## config.mk

```make
export PLATFORM = sky130hd
export DESIGN_NAME = ptw_port_arbiter
export DESIGN_NICKNAME = d
export VERILOG_FILES = /design/src/hdl/ptw_pkg.sv /design/src/hdl/ptw_port_arbiter.sv
export SDC_FILE = /design/constraint.sdc
export NUM_CORES = 1
export LEC_CHECK = 0
export BUFFER_PORTS_ARGS = -buffer_cell sky130_fd_sc_hd__clkbuf_2
export CORE_AREA = 2 2 39 41
export CTS_BUF_LIST = sky130_fd_sc_hd__clkbuf_4 sky130_fd_sc_hd__clkbuf_8
export DETAILED_ROUTE_END_ITERATION = 10
export DIE_AREA = 0 0 41 43
export PLACE_DENSITY_LB_ADDON = 0.08
export SYNTH_ARGS = -nofsm -noshare
export SYNTH_HDL_FRONTEND = slang
export SYNTH_SLANG_ARGS = --single-unit
```

## constraint.sdc

```tcl
create_clock -name i_clk -period 1.76 [get_ports i_clk]
set_clock_uncertainty 0.15 [all_clocks]
set_input_delay 0.352 -clock i_clk [delete_from_list [all_inputs] [get_ports i_clk]]
set_output_delay 0.352 -clock i_clk [all_outputs]
set_load 0.02 [all_outputs]
```

## src/hdl/ptw_pkg.sv

```systemverilog
`default_nettype none

package ptw_pkg;

  localparam int PTW_PORT_NUM = 3;  // itlb + two dtlb

  // Sv32 geometry
  localparam int VPN_W       = 20;
  localparam int VPN_FIELD_W = 10;
  localparam int PG_LEVELS   = 2;
  localparam int LEVEL_W     = 1;
  localparam int PPN_W       = 22;
  localparam int PADDR_W     = 34;
  localparam int PG_IDX_W    = 12;

  // entry layout
  localparam int PTE_W       = 32;
  localparam int PTE_V       = 0;
  localparam int PTE_R       = 1;
  localparam int PTE_W_BIT   = 2;
  localparam int PTE_X       = 3;
  localparam int PTE_PPN_LSB = 10;

  typedef enum logic [1:0] {
    L1D_HIT      = 2'd0,
    L1D_MISS     = 2'd1,
    L1D_CONFLICT = 2'd2  // port busy, try again
  } l1d_status_t;

endpackage

`default_nettype wire
```

## src/hdl/ptw_port_arbiter.sv

```systemverilog
`default_nettype none

module ptw_port_arbiter (
  input  wire logic                              i_clk,
  input  wire logic                              i_reset_n,
  input  wire logic [ptw_pkg::PTW_PORT_NUM-1:0] i_valid,
  input  wire logic                              i_update,
  output logic      [ptw_pkg::PTW_PORT_NUM-1:0] o_grant
);

  logic [ptw_pkg::PTW_PORT_NUM-1:0] r_ptr;     // last grant, one-hot
  logic [ptw_pkg::PTW_PORT_NUM-1:0] w_upper;
  logic [ptw_pkg::PTW_PORT_NUM-1:0] w_masked;
  logic [ptw_pkg::PTW_PORT_NUM-1:0] w_pick;

  // ports strictly above the last grant, none when pointer is zero
  assign w_upper  = ~(r_ptr | (r_ptr - 1'b1));
  assign w_masked = i_valid & w_upper;
  assign w_pick   = (|w_masked) ? w_masked : i_valid;  // wrap around
  assign o_grant  = w_pick & (~w_pick + 1'b1);  // lowest set bit

  always_ff @(posedge i_clk, negedge i_reset_n) begin
    if (!i_reset_n) begin
      r_ptr <= '0;
    end else if (i_update) begin
      r_ptr <= o_grant;
    end
  end

endmodule

`default_nettype wire

```

Word-level counts from Yosys, hierarchy flattened:

Cells that the tools add are included.

* equal/unequal tests: 0
* reduce and logical (&&, ||, !) cells: 1
* divide/modulo/power cells: 0
* $mul: 0
* multiplexer cells: 1
* add/subtract/negate cells: 2
* bitwise gates (word level): 5
* order comparisons: 0
* shift-type cells: 0

Operators with widths (number)
* bitwise AND 3 bit: 2
* NOT 3 bit: 2
* adder 3 x 1 -> 3 bit (second input constant): 1
* 2-to-1 mux 3 bit: 1
* OR 3 bit: 1
* OR reduction 3 bit: 1
* subtractor 3 x 1 -> 3 bit (second input constant): 1

* bits in writable memories: 0
* memories: 0
* latch bits: 0
* output and inout bits: 3
* memory bits (read-only): 0
* flip-flop bits (word level): 3
* word-level logic and storage cells: 10
* input bits: 6

Longest topological paths before layout:

* word-level depth: 9
* depth in mapped cells: 3
* depth with buffers taken out: 3

Least setup slack after synthesis:

No wires, ideal clock.

* path type: register -> output
* from: reg r_ptr[2] (netlist bit)
* to: out o_grant[1] (netlist bit)
* arrival: 938 ps
* cell stages (with the launch flop): 4
* data required time: 1258 ps
* slack: 320 ps
* buffers on the path: 0
* cells stage by stage: dfrtp_1 > nand2b_4 > a22o_1 > and2_1

* word-level cells in the longest chain between the ends: 9

RTL lines
* start, declared: line ptw_port_arbiter.sv:11 `logic [ptw_pkg::PTW_PORT_NUM-1:0] r_ptr;`
* start signal, assigned: line ptw_port_arbiter.sv:26 `r_ptr <= o_grant;`
* subtractor 3 x 1 -> 3 bit: line ptw_port_arbiter.sv:17 `assign w_upper = ~(r_ptr | (r_ptr - 1'b1));`
* OR 3 bit (*): line ptw_port_arbiter.sv:17
* NOT 3 bit (*): line ptw_port_arbiter.sv:17
* bitwise AND 3 bit (*): line ptw_port_arbiter.sv:18 `assign w_masked = i_valid & w_upper;`
* OR reduction 3 bit (*): line ptw_port_arbiter.sv:19 `assign w_pick = (|w_masked) ? w_masked : i_valid;`
* 2-to-1 mux 3 bit (*): line ptw_port_arbiter.sv:19
* NOT 3 bit: line ptw_port_arbiter.sv:20 `assign o_grant = w_pick & (~w_pick + 1'b1);`
* adder 3 x 1 -> 3 bit: line ptw_port_arbiter.sv:20
* bitwise AND 3 bit (*): line ptw_port_arbiter.sv:20
* end, declared: line ptw_port_arbiter.sv:8 `output logic [ptw_pkg::PTW_PORT_NUM-1:0] o_grant`

Every way passes the cells marked *; elsewhere a longest branch is shown, timed or not.

Worst setup path in the final report:

Ends and elaborated chain as after synthesis.

==> run metrics <==
Final ANT Viol Nets 0; final worst path period share 0.9896; Post-DP HPWL 362.4 um; CTS Root Cell clkbuf_4; clock tree from TritonCTS built; Yosys cell types 15; Layout area overhead 61.45%; WHS Path Cells 2; Clock Latency Late Sink 230 ps; met1 usage 0.06169; RR Endpoint r_ptr[1]$_DFFE_PN0P_; post-route setup TNS 0 ps; vias in the first global route 210; Cells after DPL 48; row cnt 14; PortBufs 8; Max VDD drop 0.3105 mV; Total GRT Usage 0.06747; Worst slew margin 0.8593; final hold viol count 0; HP Class input port to flip-flop; Biggest register r_ptr; # setup viols final 0; Multi-input gate area 123.9 um^2; max cap viols 0; initial core utilization 0.1501; Stages on worst setup path 4; Ports 9; ANT cells 0; RSZ-0062 raised after global routing yes; fill count 157; Worst Reg2Reg Path Length in Cells 4; Finished Layout Cells 55; register area share after synthesis 0.3614; met2 usage 0.1031; First DRT Iteration DRCs 1; post-synthesis average cell area 8.654 um^2; LEAKAGE 0.1684 nW; fin. max-slew vios 0; Num CTS Buffers 3; syn nets 30; Synth Cell Area 207.7 um^2; WP data required 1260 ps; CP Buf/Inv Count 1; DP Area 267.8 um^2; nets@finish 46; gr ovfl total 0; Remaining DRCs 0; status completed; clk sink count 3; fmax 0.5742 GHz; Worst R2R Setup Slack 420 ps; Core Region 0.001384 mm^2; hold endpoint r_ptr[0]$_DFFE_PN0P_; layout cells sized above 1 0.4359; Die H 43 um; Clock Path Buffers 2; largest net degree at the start of global routing 7; die area 0.001763 mm^2; Pwr Total 0.0003101 W; Worst setup EP type output pin; Largest stage delay, worst path 370 ps; initial antenna violation count 0; Largest regs r_ptr: 3 flops; arrival time worst endpoint 1240 ps; post-route core utilization 0.2423; Crit path max-delay family flip-flops; Crit Path Max Fanout 2; busiest grt layer met2; Setup crit start r_ptr[2]$_DFFE_PN0P_; CP Class flip-flop to output pin; Avg WL per Cell 8.600 um; GR Layer Usage met3 0.01571; Routability Congestion 0.6232; H-Tree Depth 1; Crit-path slowest cell dfrtp_1; cells after synthesis 24; Tightest Pin Transition 211.0 ps; Reg area 75.07 um^2; Pre-antenna DRT Iters 4; first-pass GRT wire length 752 um; Final min period 1742 ps; FF-to-FF Start r_ptr[2]$_DFFE_PN0P_; max FFs per register 3; Detailed Route WL 473 um; DR vias/cell 3.800; Critical Path, Cell by Cell nand2b_4, a22o_1, and2_4, buf_8; hold_sp i_update; Worst-path clk slew 40 ps; die width 41 um; Yosys reg bits 3; Worst Setup Start Kind flip-flop; PD cells 924.7 mW/mm^2; Yosys warning total 0; Vias 209; cell area after layout 335.3 um^2
## cells by family after synthesis
| group | Yosys count | share of synthesized area |
|---|---|---|
| flip-flops | 3 | 0.3614 |
| AND/OR/NAND/NOR | 9 | 0.2590 |
| buffers and inverters | 3 | 0.05421 |
| AO/OA/AOI/OAI | 8 | 0.2711 |
| multiplexers | 1 | 0.05421 |
## stage by stage
| step | setup slack, ps | hold WS (ps) |
|---|---|---|
| global route | -19.43 | 284.2 |
| CTS | 4.010 | 243.9 |
| detailed placement | 153.6 | 2.626 |
| floorplan | 320.1 | -93.59 |
| global placement | 150.8 | 2.431 |
| finish | 18.34 | 255.3 |
## cell usage in the layout (no fill, tap or decap), drive strengths merged, types with 2 or more instances in the layout
cell type   n
nor2        3
clkbuf     11
buf         3
dfrtp       3
inv         3
nand2b      4
o21a        2
## routing by layer
layer / share of wire / vias to the layer above
met5: 0 / -
met4: 0 / 0
met3: 0.055 / 0
met2: 0.54 / 4
met1: 0.40 / 94
li1: - / 111
## final cells by class
| class | instances | area share |
|---|---|---|
| clock buffer | 4 | 0.08955 |
| inverter | 3 | 0.03358 |
| multi-input combinational | 18 | 0.3694 |
| sequential | 3 | 0.2239 |
| tap | 16 | 0.05970 |
| timing repair buffer | 11 | 0.2239 |
## cell usage after synthesis
master | number | area (um^2)
nand2_1 | 1 | 3.750
a21oi_1 | 1 | 5.000
o22ai_1 | 1 | 6.260
mux2_2 | 1 | 11.26
a22oi_1 | 1 | 7.510
nand2b_1 | 3 | 18.77
dfrtp_1 | 3 | 75.07
and2_1 | 1 | 6.260
a31o_1 | 1 | 8.760
a22o_1 | 1 | 8.760
nand2b_4 | 1 | 13.76
o21ai_0 | 1 | 5.000
nor2_1 | 3 | 11.26
inv_1 | 3 | 11.26
o21a_1 | 2 | 15.01
## report_power, final
part           internal [W]  total [W]  switching (W)  leakage [nW]
registers         0.0000781  0.0000827     0.00000460        0.0381
logic             0.0000495  0.0000928      0.0000433         0.112
clock network      0.000100   0.000135      0.0000343        0.0184
## how the worst max path moves through the flow
stage          slack (ps)    endpoint
6_report               20  o_grant[1]
5_1_grt               -20  o_grant[1]
4_1_cts                 4  o_grant[1]
3_5_place_dp          150  o_grant[2]
3_3_place_gp          150  o_grant[2]
2_1_floorplan         320  o_grant[1]
## repair_timing
item                                   in CTS  in global routing
buffers inserted                            2                  0
gates resized for setup                     2                  2
pin swaps                                   2                  1
endpoints found under the hold margin       3                  0
setup endpoints to repair                   1                  1
hold buffers                                1                  0
No activity file was read; power rests on OpenSTA's default activity.
