**src/hdl/ptw_pkg.sv**
```systemverilog
`default_nettype none

package ptw_pkg;

  localparam int PTW_PORT_NUM = 3;  // itlb + two dtlb

  // Sv32 geometry
  localparam int VPN_W       = 20;
  localparam int VPN_FIELD_W = 10;
  localparam int PG_LEVELS   = 2;
  localparam int LEVEL_W     = 1;
  localparam int PPN_W       = 22;
  localparam int PADDR_W     = 34;
  localparam int PG_IDX_W    = 12;

  // entry layout
  localparam int PTE_W       = 32;
  localparam int PTE_V       = 0;
  localparam int PTE_R       = 1;
  localparam int PTE_W_BIT   = 2;
  localparam int PTE_X       = 3;
  localparam int PTE_PPN_LSB = 10;

  typedef enum logic [1:0] {
    L1D_HIT      = 2'd0,
    L1D_MISS     = 2'd1,
    L1D_CONFLICT = 2'd2  // port busy, try again
  } l1d_status_t;

endpackage

`default_nettype wire
```
**src/hdl/ptw_level_counter.sv**
```systemverilog
`default_nettype none

module ptw_level_counter (
  input  wire logic                              i_clk,
  input  wire logic                              i_reset_n,
  input  wire logic                              i_load,
  input  wire logic [ptw_pkg::VPN_W-1:0]         i_vpn,
  input  wire logic                              i_step,
  output logic      [ptw_pkg::LEVEL_W-1:0]       o_level,
  output logic      [ptw_pkg::VPN_FIELD_W-1:0]   o_vpn_field,
  output logic      [ptw_pkg::VPN_FIELD_W-1:0]   o_next_vpn_field,
  output logic                                   o_last
);

  logic [ptw_pkg::LEVEL_W-1:0] r_level;
  logic [ptw_pkg::VPN_W-1:0]   r_vpn;
  logic [ptw_pkg::LEVEL_W-1:0] w_next_level;

  always_ff @(posedge i_clk, negedge i_reset_n) begin
    if (!i_reset_n) begin
      r_level <= '0;
      r_vpn   <= '0;
    end else if (i_load) begin
      r_level <= ptw_pkg::LEVEL_W'(ptw_pkg::PG_LEVELS - 1);
      r_vpn   <= i_vpn;
    end else if (i_step) begin
      r_level <= w_next_level;
    end
  end

  assign w_next_level = r_level - ptw_pkg::LEVEL_W'(1);

  // on load the root field comes straight from the incoming vpn
  assign o_vpn_field = i_load ?
      i_vpn[(ptw_pkg::PG_LEVELS-1)*ptw_pkg::VPN_FIELD_W +: ptw_pkg::VPN_FIELD_W] :
      r_vpn[r_level*ptw_pkg::VPN_FIELD_W +: ptw_pkg::VPN_FIELD_W];
  assign o_next_vpn_field = r_vpn[w_next_level*ptw_pkg::VPN_FIELD_W +: ptw_pkg::VPN_FIELD_W];
  assign o_level = r_level;
  assign o_last  = (r_level == '0);

endmodule

`default_nettype wire

```
**config.mk**
```make
export PLATFORM = sky130hd
export DESIGN_NAME = ptw_level_counter
export DESIGN_NICKNAME = d
export VERILOG_FILES = /design/src/hdl/ptw_pkg.sv /design/src/hdl/ptw_level_counter.sv
export SDC_FILE = /design/constraint.sdc
export NUM_CORES = 1
export LEC_CHECK = 0
export ABC_AREA = 1
export BUFFER_PORTS_ARGS = -buffer_cell sky130_fd_sc_hd__buf_2
export CORE_MARGIN = 2
export CORE_UTILIZATION = 35
export CTS_CLUSTER_DIAMETER = 100
export CTS_CLUSTER_SIZE = 30
export DETAILED_ROUTE_END_ITERATION = 12
export GPL_ROUTABILITY_DRIVEN = 0
export GPL_TIMING_DRIVEN = 0
export RECOVER_POWER = 50
export SKIP_CTS_REPAIR_TIMING = 1
export SLEW_MARGIN = 15
export SYNTH_ARGS = -nofsm -noshare
export SYNTH_HDL_FRONTEND = slang
export SYNTH_SLANG_ARGS = --single-unit
```
**constraint.sdc**
```tcl
create_clock -name i_clk -period 0.8 [get_ports i_clk]
set_input_delay 0.08 -clock i_clk [delete_from_list [all_inputs] [get_ports i_clk]]
set_output_delay 0.08 -clock i_clk [all_outputs]
set_load 0.05 [all_outputs]
```
; ---- Word level (Yosys, flattened, before mapping)
; Cells that the tools add are included.
[word_totals]
word_cells = 12
regBits = 21
output_inout_bits = 22
inputBits = 24
[classes]
mul = 2
addsub = 1
n_bitwise = 1
n_reduce_logical = 1
n_shift = 2
n_mux = 3
[ops]
columns = cell, count
row1 = $shiftx A20 B6 Y10, 2
row2 = $mux W10, 1
row3 = $mul A1 B3 Y4 const B, 2
row4 = $mux W1, 2
row5 = $reduce_bool A2 Y1, 1
row6 = $not A1 Y1, 1
row7 = $sub A1 B1 Y1 const B, 1

; ---- Depth between registers and ports, before layout
[depth]
depth_word = 3
mapped_depth = 5
ltp_nobuf = 4

; ---- Worst setup path after synthesis
; No wires, ideal clock.
[synth_path]
kind = reg-to-output
from = register r_level, in the netlist o_level
to = output o_next_vpn_field[4] in the netlist's numbering
t_arrival_ns = 1.955
path_slack_ns = -1.235
path_stages_with_launch = 3
required_ns = 0.720
n_path_buf = 1
path_cell_list = dfrtp_1 buf_2 o21ai_0
[synth_between]
elab_chain_len = 3
[synth_rtl]
columns = element, line
row1 = from (decl), ptw_level_counter.sv:15  ; logic [ptw_pkg::LEVEL_W-1:0] r_level;
row2 = from (signal assigned), ptw_level_counter.sv:24  ; r_level <= ptw_pkg::LEVEL_W'(ptw_pkg::PG_LEVELS - 1);
row3 = from (signal assigned), ptw_level_counter.sv:27  ; r_level <= w_next_level;
row4 = $sub A1 B1 Y1, ptw_level_counter.sv:31  ; assign w_next_level = r_level - ptw_pkg::LEVEL_W'(1);
row5 = $mul A1 B3 Y4, ptw_level_counter.sv:37  ; assign o_next_vpn_field = r_vpn[w_next_level*ptw_pkg::VPN_FIELD_W +: ptw_pkg::VPN_FIELD_W];
row6 = $shiftx A20 B6 Y10, ptw_level_counter.sv:37
row7 = to (decl), ptw_level_counter.sv:11  ; output logic [ptw_pkg::VPN_FIELD_W-1:0] o_next_vpn_field,
; Every way passes these cells.

; ---- Worst setup path in the final report
[layout_path]
from = register r_level, in the netlist o_level
to = output o_vpn_field[3] in the netlist's numbering
[layout_between]
elab_chain_len = 3
[layout_rtl]
columns = element, line
row1 = $mul A1 B3 Y4, ptw_level_counter.sv:36  ; r_vpn[r_level*ptw_pkg::VPN_FIELD_W +: ptw_pkg::VPN_FIELD_W];
row2 = $shiftx A20 B6 Y10, ptw_level_counter.sv:36
row3 = $mux W10, ptw_level_counter.sv:34  ; assign o_vpn_field = i_load ?
row4 = to (decl), ptw_level_counter.sv:10  ; output logic [ptw_pkg::VPN_FIELD_W-1:0] o_vpn_field,
; Every way passes these cells.

==> results.cfg <==
[power_and_ir_drop]
intPower_uw = 1920
power.switching_uw = 1370
sw_frac_of_total_pct = 41.7
power.share.clock_pct = 16.1
vdd_drop_max_v = 0.000865
finalPower_uw = 3290
p_seq_share_pct = 36.5
powerDensity_nw_per_um2 = 1710
leakage_uw = 0.000986
combPwrFrac_pct = 47.4

[finish]
syn2layout_area_growth_pct = 75.9
final_cell_mix = nand2_1 (43), buf_2 (25), inv_1 (22)
layout-drive-gt1-share_pct = 46.0
nNetsFinal = 240
nFillCells = 281
antennaDiodeCount = 0
layout_commonest_cell = nand2_1
stdcell_area_sq_um = 1930

[hold_path]
hold_class = in -> reg

[flow_run]
drv_cap = 0

[clock_tree]
cts_buffers = 3
cts.reportedPaths.clkPinSlew_ns = 0.12
cts.htree.levels = 1
cts-root-buf = clkbuf_4
clock_latency_ns = 0.30
cts_sinks = 21
clk_path_buf_depth = 2
cts_tree = built

[sta]
finalWorstSetupSlack_ns = -0.668
fin_crit_ns = 1.47
fin_skew_ns = 0
finalCritPeriodShare_pct = 183
final_hold_viol_count = 2
slew_violations = 0
setup_viol = 23
max_clock_freq_mhz = 681
rsz0062_at_grt = true
max_slew_margin_pct = 63.6
worst_pin_slew_ns = 0.546
hold_slack_ns = -0.0135

[placed_design]
hpwl_um = 2240
place_area_sq_um = 1640
place.port_buffers = 45
place_ws_ns = -0.433

[worst_setup_path]
cp.required_ns = 0.72
arrival_ns = 1.39
critPathLaunchType = register
path_class = reg -> out
critical_path.max_fanout = 10
end_kind = output port

[logic_synthesis]
postSynthAreaPerCell_sq_um = 7.02
yosysWarnings = 0
ys_ff_latch = 21
syn_nets = 180
synth_cell_type_count = 9
ys_seq_area_share_pct = 48.0
syn_area_sq_um = 1090
syn_inst = 156

[global_routing]
grt_max_degree = 22
antenna_found_initial = 0
use_met1_pct = 27.0
grt_usage_pct = 19.5
grt_pass1_vias = 1027
use_met3_pct = 1.95
globalRoute.totalOverflow = 0
grt_pass1_wl_um = 5120
top_usage_layer = met2
met2_usage_pct = 32.0

[detailed_routing]
vias = 1198
drtPass1Iterations = 4
post_drt_wl_per_cell_um = 13.9
via_per_inst = 4.83
totalWireLength_um = 3450
drc = 0
drtIter0Drc = 37
ant_nets = 0

[floorplan]
die_area_sq_um = 3590
ios = 46
dieWidth_um = 59.9
rows = 20
die_y_um = 59.9
initial_core_util_pct = 36.5
core_sq_um = 3000

[status]
violations = negative hold slack, negative setup slack
status = finished, violations left
metal layers:
layer  vias up  routed length (um)
li1        602                   -
met1       565                1440
met2        29                1880
met3         2                 114
met4         0                  17
met5         -                   0
power groups by stage:
stage	combinational [uW]	clock [uW]	sequential, uW
4_1_cts	1320	547	1200
6_report	1560	530	1200
3_5_place_dp	1320	0	1220
3_3_place_gp	1300	0	1210
2_1_floorplan	1020	0	1220
5_1_grt	1660	588	1210
through the flow:
step / std cells / setup TNS, ns / util (%)
after detailed placement: 234 / -8.52 / 54.6
after floorplan: 156 / -7.50 / -
after global routing: 248 / -15.25 / 64.1
final: 248 / -13.66 / 64.1
after global placement: 234 / -8.36 / 54.6
after CTS: 238 / -16.42 / 55.5
cells in the mapped netlist:
cell / number / area, sq um
nand2_1: 62 / 233
o21ai_0: 27 / 135
inv_1: 22 / 82.6
dfrtp_1: 21 / 526
nand3_1: 11 / 55.1
buf_2: 7 / 35.0
o21ai_1: 3 / 15.0
clkbuf_2: 2 / 10.0
inv_2: 1 / 3.75
registers in the layout, summed over array words and instances, names as in the netlist:
signal	count
r_vpn	20
o_level	1
worst paths after layout:
| check | start | slack (ns) | depth (start not counted) | endpoint |
|---|---|---|---|---|
| min in group asynchronous | i_reset_n | 0.27 | 2 | r_vpn[1] |
| max in group asynchronous | i_reset_n | 0.14 | 2 | o_level |
| setup reg to reg | o_level | -0.14 | 3 | o_level |
| hold / removal | i_vpn[5] | -0.01 | 3 | r_vpn[5] |
| setup / recovery | o_level | -0.67 | 6 | o_vpn_field[3] |
| hold reg to reg | r_vpn[9] | 0.57 | 2 | r_vpn[9] |
critical path: stages (launching register included):
cell,delay (ns)
dfrtp_2,0.48
inv_2,0.11
buf_12,0.15
nand2_2,0.05
nand3_2,0.08
nand2_4,0.06
buf_8,0.15
cells by family after synthesis:
kind of cell           synth area share [%]
AO/OA/AOI/OAI                          13.7
buffers and inverters                  12.0
flip-flops                             48.0
AND/OR/NAND/NOR                        26.3
layout make-up:
type	count	area [sq um]	share of cell area (%)
repair buffers	55	463	24.0
well taps	33	41.3	2.14
flip-flops and latches	21	527	27.4
plain buffers	9	83.8	4.35
clock buffers	4	26.3	1.36
inverters	23	86.3	4.48
multi-input cells	103	698	36.3
Note: power is estimated with default switching activity, not from simulation.
