$ cat src/hdl/ptw_pkg.sv
`default_nettype none

package ptw_pkg;

  localparam int PTW_PORT_NUM = 3;  // itlb + two dtlb

  // Sv32 geometry
  localparam int VPN_W       = 20;
  localparam int VPN_FIELD_W = 10;
  localparam int PG_LEVELS   = 2;
  localparam int LEVEL_W     = 1;
  localparam int PPN_W       = 22;
  localparam int PADDR_W     = 34;
  localparam int PG_IDX_W    = 12;

  // entry layout
  localparam int PTE_W       = 32;
  localparam int PTE_V       = 0;
  localparam int PTE_R       = 1;
  localparam int PTE_W_BIT   = 2;
  localparam int PTE_X       = 3;
  localparam int PTE_PPN_LSB = 10;

  typedef enum logic [1:0] {
    L1D_HIT      = 2'd0,
    L1D_MISS     = 2'd1,
    L1D_CONFLICT = 2'd2  // port busy, try again
  } l1d_status_t;

endpackage

`default_nettype wire
$ cat src/hdl/ptw_pte_eval.sv
`default_nettype none

module ptw_pte_eval (
  input  wire logic                              i_clk,
  input  wire logic                              i_reset_n,
  input  wire logic                              i_load_root,
  input  wire logic [ptw_pkg::PPN_W-1:0]         i_root_ppn,
  input  wire logic [ptw_pkg::VPN_FIELD_W-1:0]   i_root_field,
  input  wire logic                              i_step,
  input  wire logic [ptw_pkg::VPN_FIELD_W-1:0]   i_next_field,
  input  wire logic                              i_from_l2,
  input  wire logic [ptw_pkg::PTE_W-1:0]         i_l1d_data,
  input  wire logic [ptw_pkg::PTE_W-1:0]         i_l2_data,
  input  wire logic [ptw_pkg::LEVEL_W-1:0]       i_level,
  output logic      [ptw_pkg::PADDR_W-1:0]       o_paddr,
  output logic      [ptw_pkg::PTE_W-1:0]         o_pte,
  output logic                                   o_leaf,
  output logic                                   o_bad
);

  logic [ptw_pkg::PADDR_W-1:0] r_paddr;
  logic [ptw_pkg::PTE_W-1:0]   w_raw;
  logic [ptw_pkg::PPN_W-1:0]   w_ppn;
  logic                        w_raw_leaf;
  logic                        w_misalign;

  function automatic logic [ptw_pkg::PADDR_W-1:0] pte_addr(
    input logic [ptw_pkg::PPN_W-1:0]       ppn,
    input logic [ptw_pkg::VPN_FIELD_W-1:0] field
  );
    return {ppn, {ptw_pkg::PG_IDX_W{1'b0}}} + ptw_pkg::PADDR_W'({field, 2'b00});
  endfunction

  assign w_raw = i_from_l2 ? i_l2_data : i_l1d_data;
  assign w_ppn = w_raw[ptw_pkg::PTE_PPN_LSB +: ptw_pkg::PPN_W];

  assign w_raw_leaf = w_raw[ptw_pkg::PTE_V] &
                      (w_raw[ptw_pkg::PTE_R] | w_raw[ptw_pkg::PTE_W_BIT] | w_raw[ptw_pkg::PTE_X]);
  // superpage must be 4MB aligned
  assign w_misalign = w_raw_leaf && (i_level != '0) &&
                      (w_ppn[ptw_pkg::VPN_FIELD_W-1:0] != '0);

  always_comb begin
    o_pte = w_raw;
    if (w_misalign) begin
      o_pte[ptw_pkg::PTE_V] = 1'b0;
    end
  end

  assign o_leaf = o_pte[ptw_pkg::PTE_V] &
                  (o_pte[ptw_pkg::PTE_R] | o_pte[ptw_pkg::PTE_W_BIT] | o_pte[ptw_pkg::PTE_X]);
  assign o_bad  = ~o_pte[ptw_pkg::PTE_V] |
                  (o_pte[ptw_pkg::PTE_W_BIT] & ~o_pte[ptw_pkg::PTE_R]);

  always_ff @(posedge i_clk, negedge i_reset_n) begin
    if (!i_reset_n) begin
      r_paddr <= '0;
    end else if (i_load_root) begin
      r_paddr <= pte_addr(i_root_ppn, i_root_field);
    end else if (i_step) begin
      r_paddr <= pte_addr(w_ppn, i_next_field);  // next level table
    end
  end

  assign o_paddr = r_paddr;

endmodule

`default_nettype wire

$ cat config.mk
export PLATFORM = sky130hd
export DESIGN_NAME = ptw_pte_eval
export DESIGN_NICKNAME = d
export VERILOG_FILES = /design/src/hdl/ptw_pkg.sv /design/src/hdl/ptw_pte_eval.sv
export SDC_FILE = /design/constraint.sdc
export NUM_CORES = 1
export LEC_CHECK = 0
export ABC_CLOCK_PERIOD_IN_PS = 1200
export BUFFER_PORTS_ARGS = -buffer_cell sky130_fd_sc_hd__buf_2
export CORE_UTILIZATION = 30
export DETAILED_ROUTE_END_ITERATION = 12
export PLACE_DENSITY_LB_ADDON = 0.2
export SLEW_MARGIN = 40
export SYNTH_ARGS = -nofsm -noshare
export SYNTH_HDL_FRONTEND = slang
export SYNTH_SLANG_ARGS = --single-unit
$ cat constraint.sdc
create_clock -name i_clk -period 1.2 [get_ports i_clk]
set_input_delay 0.12 -clock i_clk [delete_from_list [all_inputs] [get_ports i_clk]]
set_output_delay 0.12 -clock i_clk [all_outputs]
set_load 0.02 [all_outputs]
== Word level (Yosys, flattened, before mapping) ==
Cells that the tools add are included.

* Bits in registers: 34
* Output and inout port bits: 68
* Logic and storage cells: 19
* Input bits: 112

* Bitwise gates (word level): 8
* Mux-type cells: 4
* Add/subtract/negate cells: 2
* Reduce and logical (&&, ||, !) cells: 4

{| class="wikitable"
|+ Operators with widths
! operator !! count
|-
| adder 34 x 12 -> 34 bit || 2
|-
| two-way mux 34 bit || 2
|-
| two-way mux 32 bit || 1
|-
| nonzero test 10 bit || 1
|-
| bitwise AND 1 bit || 3
|-
| bitwise OR 1 bit || 3
|-
| logical AND 1 bit || 2
|-
| inverter 1 bit || 2
|-
| nonzero test 2 bit || 1
|-
| two-way mux 1 bit || 1
|}

== Logic depth before layout (Yosys ltp) ==
* Depth after elaboration: 9
* Mapped depth: 5
* Depth with buffers taken out: 4

== Least setup slack after synthesis ==
Ideal clock, no wire load.

* Path type: input to output
* Start point: input i_from_l2
* End point: output o_bad
* Stages on the path: 4
* Path buffers: 2
* Slack: -0.053 ns
* Data arrival time: 1.133 ns
* Data required time: 1.080 ns
* Path through: buf_6 buf_6 mux2_4 o221ai_1

* Word-level cells in the longest chain between the ends: 9
* Elaborated cells on any way between the ends: 12
* Those cells by class: 2 x mux; 7 x bitwise; 3 x reduce/logical

{| class="wikitable"
|+ Ends and longest elaborated chain
! what !! RTL line !! text
|-
| from (decl) || ptw_pte_eval.sv:11 || <nowiki>input wire logic i_from_l2,</nowiki>
|-
| two-way mux 32 bit (*) || ptw_pte_eval.sv:34 || <nowiki>assign w_raw = i_from_l2 ? i_l2_data : i_l1d_data;</nowiki>
|-
| net o_pte (one bit) || ptw_pte_eval.sv:16 || <nowiki>output logic [ptw_pkg::PTE_W-1:0] o_pte,</nowiki>
|-
| bitwise OR 1 bit (2 in series) || ptw_pte_eval.sv:38 || <nowiki>(w_raw[ptw_pkg::PTE_R] | w_raw[ptw_pkg::PTE_W_BIT] | w_raw[ptw_pkg::PTE_X]);</nowiki>
|-
| bitwise AND 1 bit || ptw_pte_eval.sv:37 || <nowiki>assign w_raw_leaf = w_raw[ptw_pkg::PTE_V] &</nowiki>
|-
| logical AND 1 bit (2 in series) || ptw_pte_eval.sv:40 || <nowiki>assign w_misalign = w_raw_leaf && (i_level != '0) &&</nowiki>
|-
| two-way mux 1 bit || ptw_pte_eval.sv:45 || <nowiki>if (w_misalign) begin</nowiki>
|-
| inverter 1 bit || ptw_pte_eval.sv:52 || <nowiki>assign o_bad = ~o_pte[ptw_pkg::PTE_V] |</nowiki>
|-
| bitwise OR 1 bit (*) || ptw_pte_eval.sv:52 ||
|-
| to (decl) || ptw_pte_eval.sv:18 || <nowiki>output logic o_bad</nowiki>
|}

The timed path passes the listed nets; every way through them passes the cells marked *.

== Final worst setup path ==
* Start point: input i_l2_data[15] (netlist name)
* End point: output o_pte[0] (netlist name)

* Word-level cells in the longest chain between the ends: 4

{| class="wikitable"
|+ Ends and longest elaborated chain
! what !! RTL line !! text
|-
| from (decl) || ptw_pte_eval.sv:13 || <nowiki>input wire logic [ptw_pkg::PTE_W-1:0] i_l2_data,</nowiki>
|-
| two-way mux 32 bit || ptw_pte_eval.sv:34 ||
|-
| nonzero test 10 bit || ptw_pte_eval.sv:41 || <nowiki>(w_ppn[ptw_pkg::VPN_FIELD_W-1:0] != '0);</nowiki>
|-
| logical AND 1 bit || ptw_pte_eval.sv:40 ||
|-
| two-way mux 1 bit || ptw_pte_eval.sv:45 ||
|-
| to (decl) || ptw_pte_eval.sv:16 ||
|}

Every way passes these cells.

==> run metrics <==
Via Count=between 2,000 and 2,500; Die Area=between 7000 and 8000 um2; Worst setup EP type=output pin; Tot Pwr=approximately 3.6 mW; Reg2Reg Launch Point=o_paddr[28]; Root Buffer=clkbuf_8; gr ovfl total=0; core area=6495 um2; CTS H-Tree Depth=2; Via density=4.679; final setup margin=-0.02776 ns; drt wl/cell=~14 um; CTS tree=built; Longest Clk Path Bufs=2; clock input transition at the sequential cells of the worst setup and hold paths=0.07 ns; reg2reg end=o_paddr[28]; leak pwr=between 1.5 and 2 nW; Critical Path Fanout Max=2; Post-Place Setup Slack=-0.1748 ns; Worst Hold Endpoint=o_paddr[6]; Final Max Tran Viols=0; Req. time, crit path=1.08 ns; Die Y=roughly 85 um; Largest register FFs=32; Synth cell types=23; I/O pin cnt=180; port bufs=177; Critical Path AT=~1.1 ns; layout cells sized above 1=around 66%; TritonCTS Sinks=32; vias in the first global route=roughly 2,100; sequential-to-total area share from yosys stat=between 30% and 40%; min Tclk post-route=around 1.2 ns; violated checks=setup timing; reg2reg setup slack=about 0.46 ns; Power Density=a little over 1000 nW/um2; Clk Latency, worst-skew pair=between 0.2 and 0.3 ns; Mapped Area=a little over 2000 um2; RSZ-0062 raised after global routing=yes; MaxCap Viol Count=0; drt first-iter violations=22; Hold WC Path Type=input pin to flip-flop; area delta synth->final=67.35%; Global Route Usage Sum=17.56%; Initial Util=a little under a third; antenna violations before repair=0; Rows=29; global placer's final weighted congestion=about 0.82; die width=around 85 um; nets=about 500; design area=approximately 3500 um2; DRT Pass-1 Iters=4; final hold violations=0; largest net degree at the start of global routing=65; Avg Cell Area, Syn=around 11 um2; ANT cells=0; hold path start=i_root_field[4]; Synth area leaders=dfrtp_1 39%, mux2i_1 16%, mux2_4 15%; post-route setup TNS=-0.02776 ns; Startpoint Class=input pin; number of remaining DRC errors=0; Hold Crit Depth=3; Post-DP Area=~3200 um2; Register-to-Register Path Depth=2; Tcrit/Tclk final=102.3%; final count of negative-setup-slack endpoints=1; hpwl dp=slightly above 5000 um; share of the synthesized area in the top cell type=38.69%; area leader, netlist=dfrtp_1; WL final=6520 um; global-route wire length before repair=approximately 10,000 um; most common cell after layout, fill and taps aside=buf_2; Yosys reg bits=32; Synth warnings=0; f_max=about 810 MHz; critical path class=input pin to output pin; most frequent cells in the layout=169 x buf_2, 32 x mux2i_1, 32 x nand2_1, 32 x dfrtp_1, 27 x o21ai_0; Post-DRT Antenna Nets=0; Peak VDD IR=between 0.0004 and 0.0005 V; Setup Skew=0 ns; CTS Buf Count=5; status=finished, violations left; Mapped Cells=between 150 and 200
worst max-delay path by stage:
stage	start	end	slack, ns
final	i_l2_data[15]	o_pte[0]	-0.03
after global routing	i_l2_data[15]	o_pte[0]	-0.08
after CTS	i_l1d_data[10]	o_pte[0]	-0.04
after detailed placement	i_l2_data[17]	o_pte[0]	-0.17
after global placement	i_l1d_data[17]	o_pte[0]	-0.18
after floorplan	i_from_l2	o_pte[0]	0.03
where the power goes:
part | internal, mW | leakage (nW) | total (mW) | switching (mW)
logic | 0.569 | 1.43 | 1.22 | 0.653
registers | 1.18 | 0.386 | 1.23 | 0.0479
clock network | 0.732 | 0.0645 | 1.13 | 0.394
total | 2.48 | 1.88 | 3.58 | 1.09
kinds of logic (layout without fill, tap and decap cells):
logic type             count (synthesis)  count (layout)  share of synthesized area, %
and+or+nand+nor                       45              45                         10.04
AOI/OAI and AO/OA                     35              35                         9.311
DFF                                   32              32                         38.69
muxes                                 64              64                         36.46
buffers and inverters                 18             209                         5.320
other                                  1               2                        0.1812
layout make-up:
type                       instances  area, um2
timing repair buffer             200       1154
clock buffer                       7      96.34
sequential                        32      800.8
inverter                           1      3.754
clock inverter                     1      30.03
tap                               77      96.34
multi-input combinational        146       1282
fill                             622       3032
worst max-delay path, cell delays in order:
cell and delay, ns:
buf_2 0.12, nor4_4 0.27, nand3_2 0.14, and3_4 0.21
a21boi_2 0.10, buf_4 0.14
repair_timing:
item	in CTS	in global routing
pin swaps	10	1
hold buffers	1	0
hold endpoints to repair	16	0
setup endpoints to repair	20	3
gates resized for setup	20	8
setup buffers	0	0
layer usage:
layer | global-route usage, % | part of all wire (%) | vias up
met5 | 0 | 0 | -
met4 | 3.390 | 0.90 | 0
met3 | 5.253 | 7.1 | 7
met2 | 31.09 | 51 | 100
met1 | 21.14 | 41 | 999
li1 | - | - | 1065
through the flow:
stage / cells / utilization, % / hold slack (ns)
floorplan: 196 / - / -0.1756
global placement: 455 / 48.87 / 0.08316
detailed placement: 455 / 48.87 / 0.08080
CTS: 464 / 52.80 / 0.03219
global route: 464 / 53.32 / 0.02771
finish: 464 / 53.32 / 0.04142
Yosys cell counts:
cell type	n
nand3_1	3
o221ai_1	1
nor3_1	2
o21ai_0	27
inv_1	1
mux2_4	20
nand2b_1	1
buf_6	4
and3_1	2
buf_2	4
clkbuf_1	7
dfrtp_1	32
nor4_2	1
mux2_2	11
a21boi_1	1
nor4b_2	1
mux2i_1	33
buf_4	2
o21ai_1	5
conb_1	1
nand2_1	33
nor4_1	2
o32ai_2	1
Note: power is estimated with default switching activity, not from simulation.
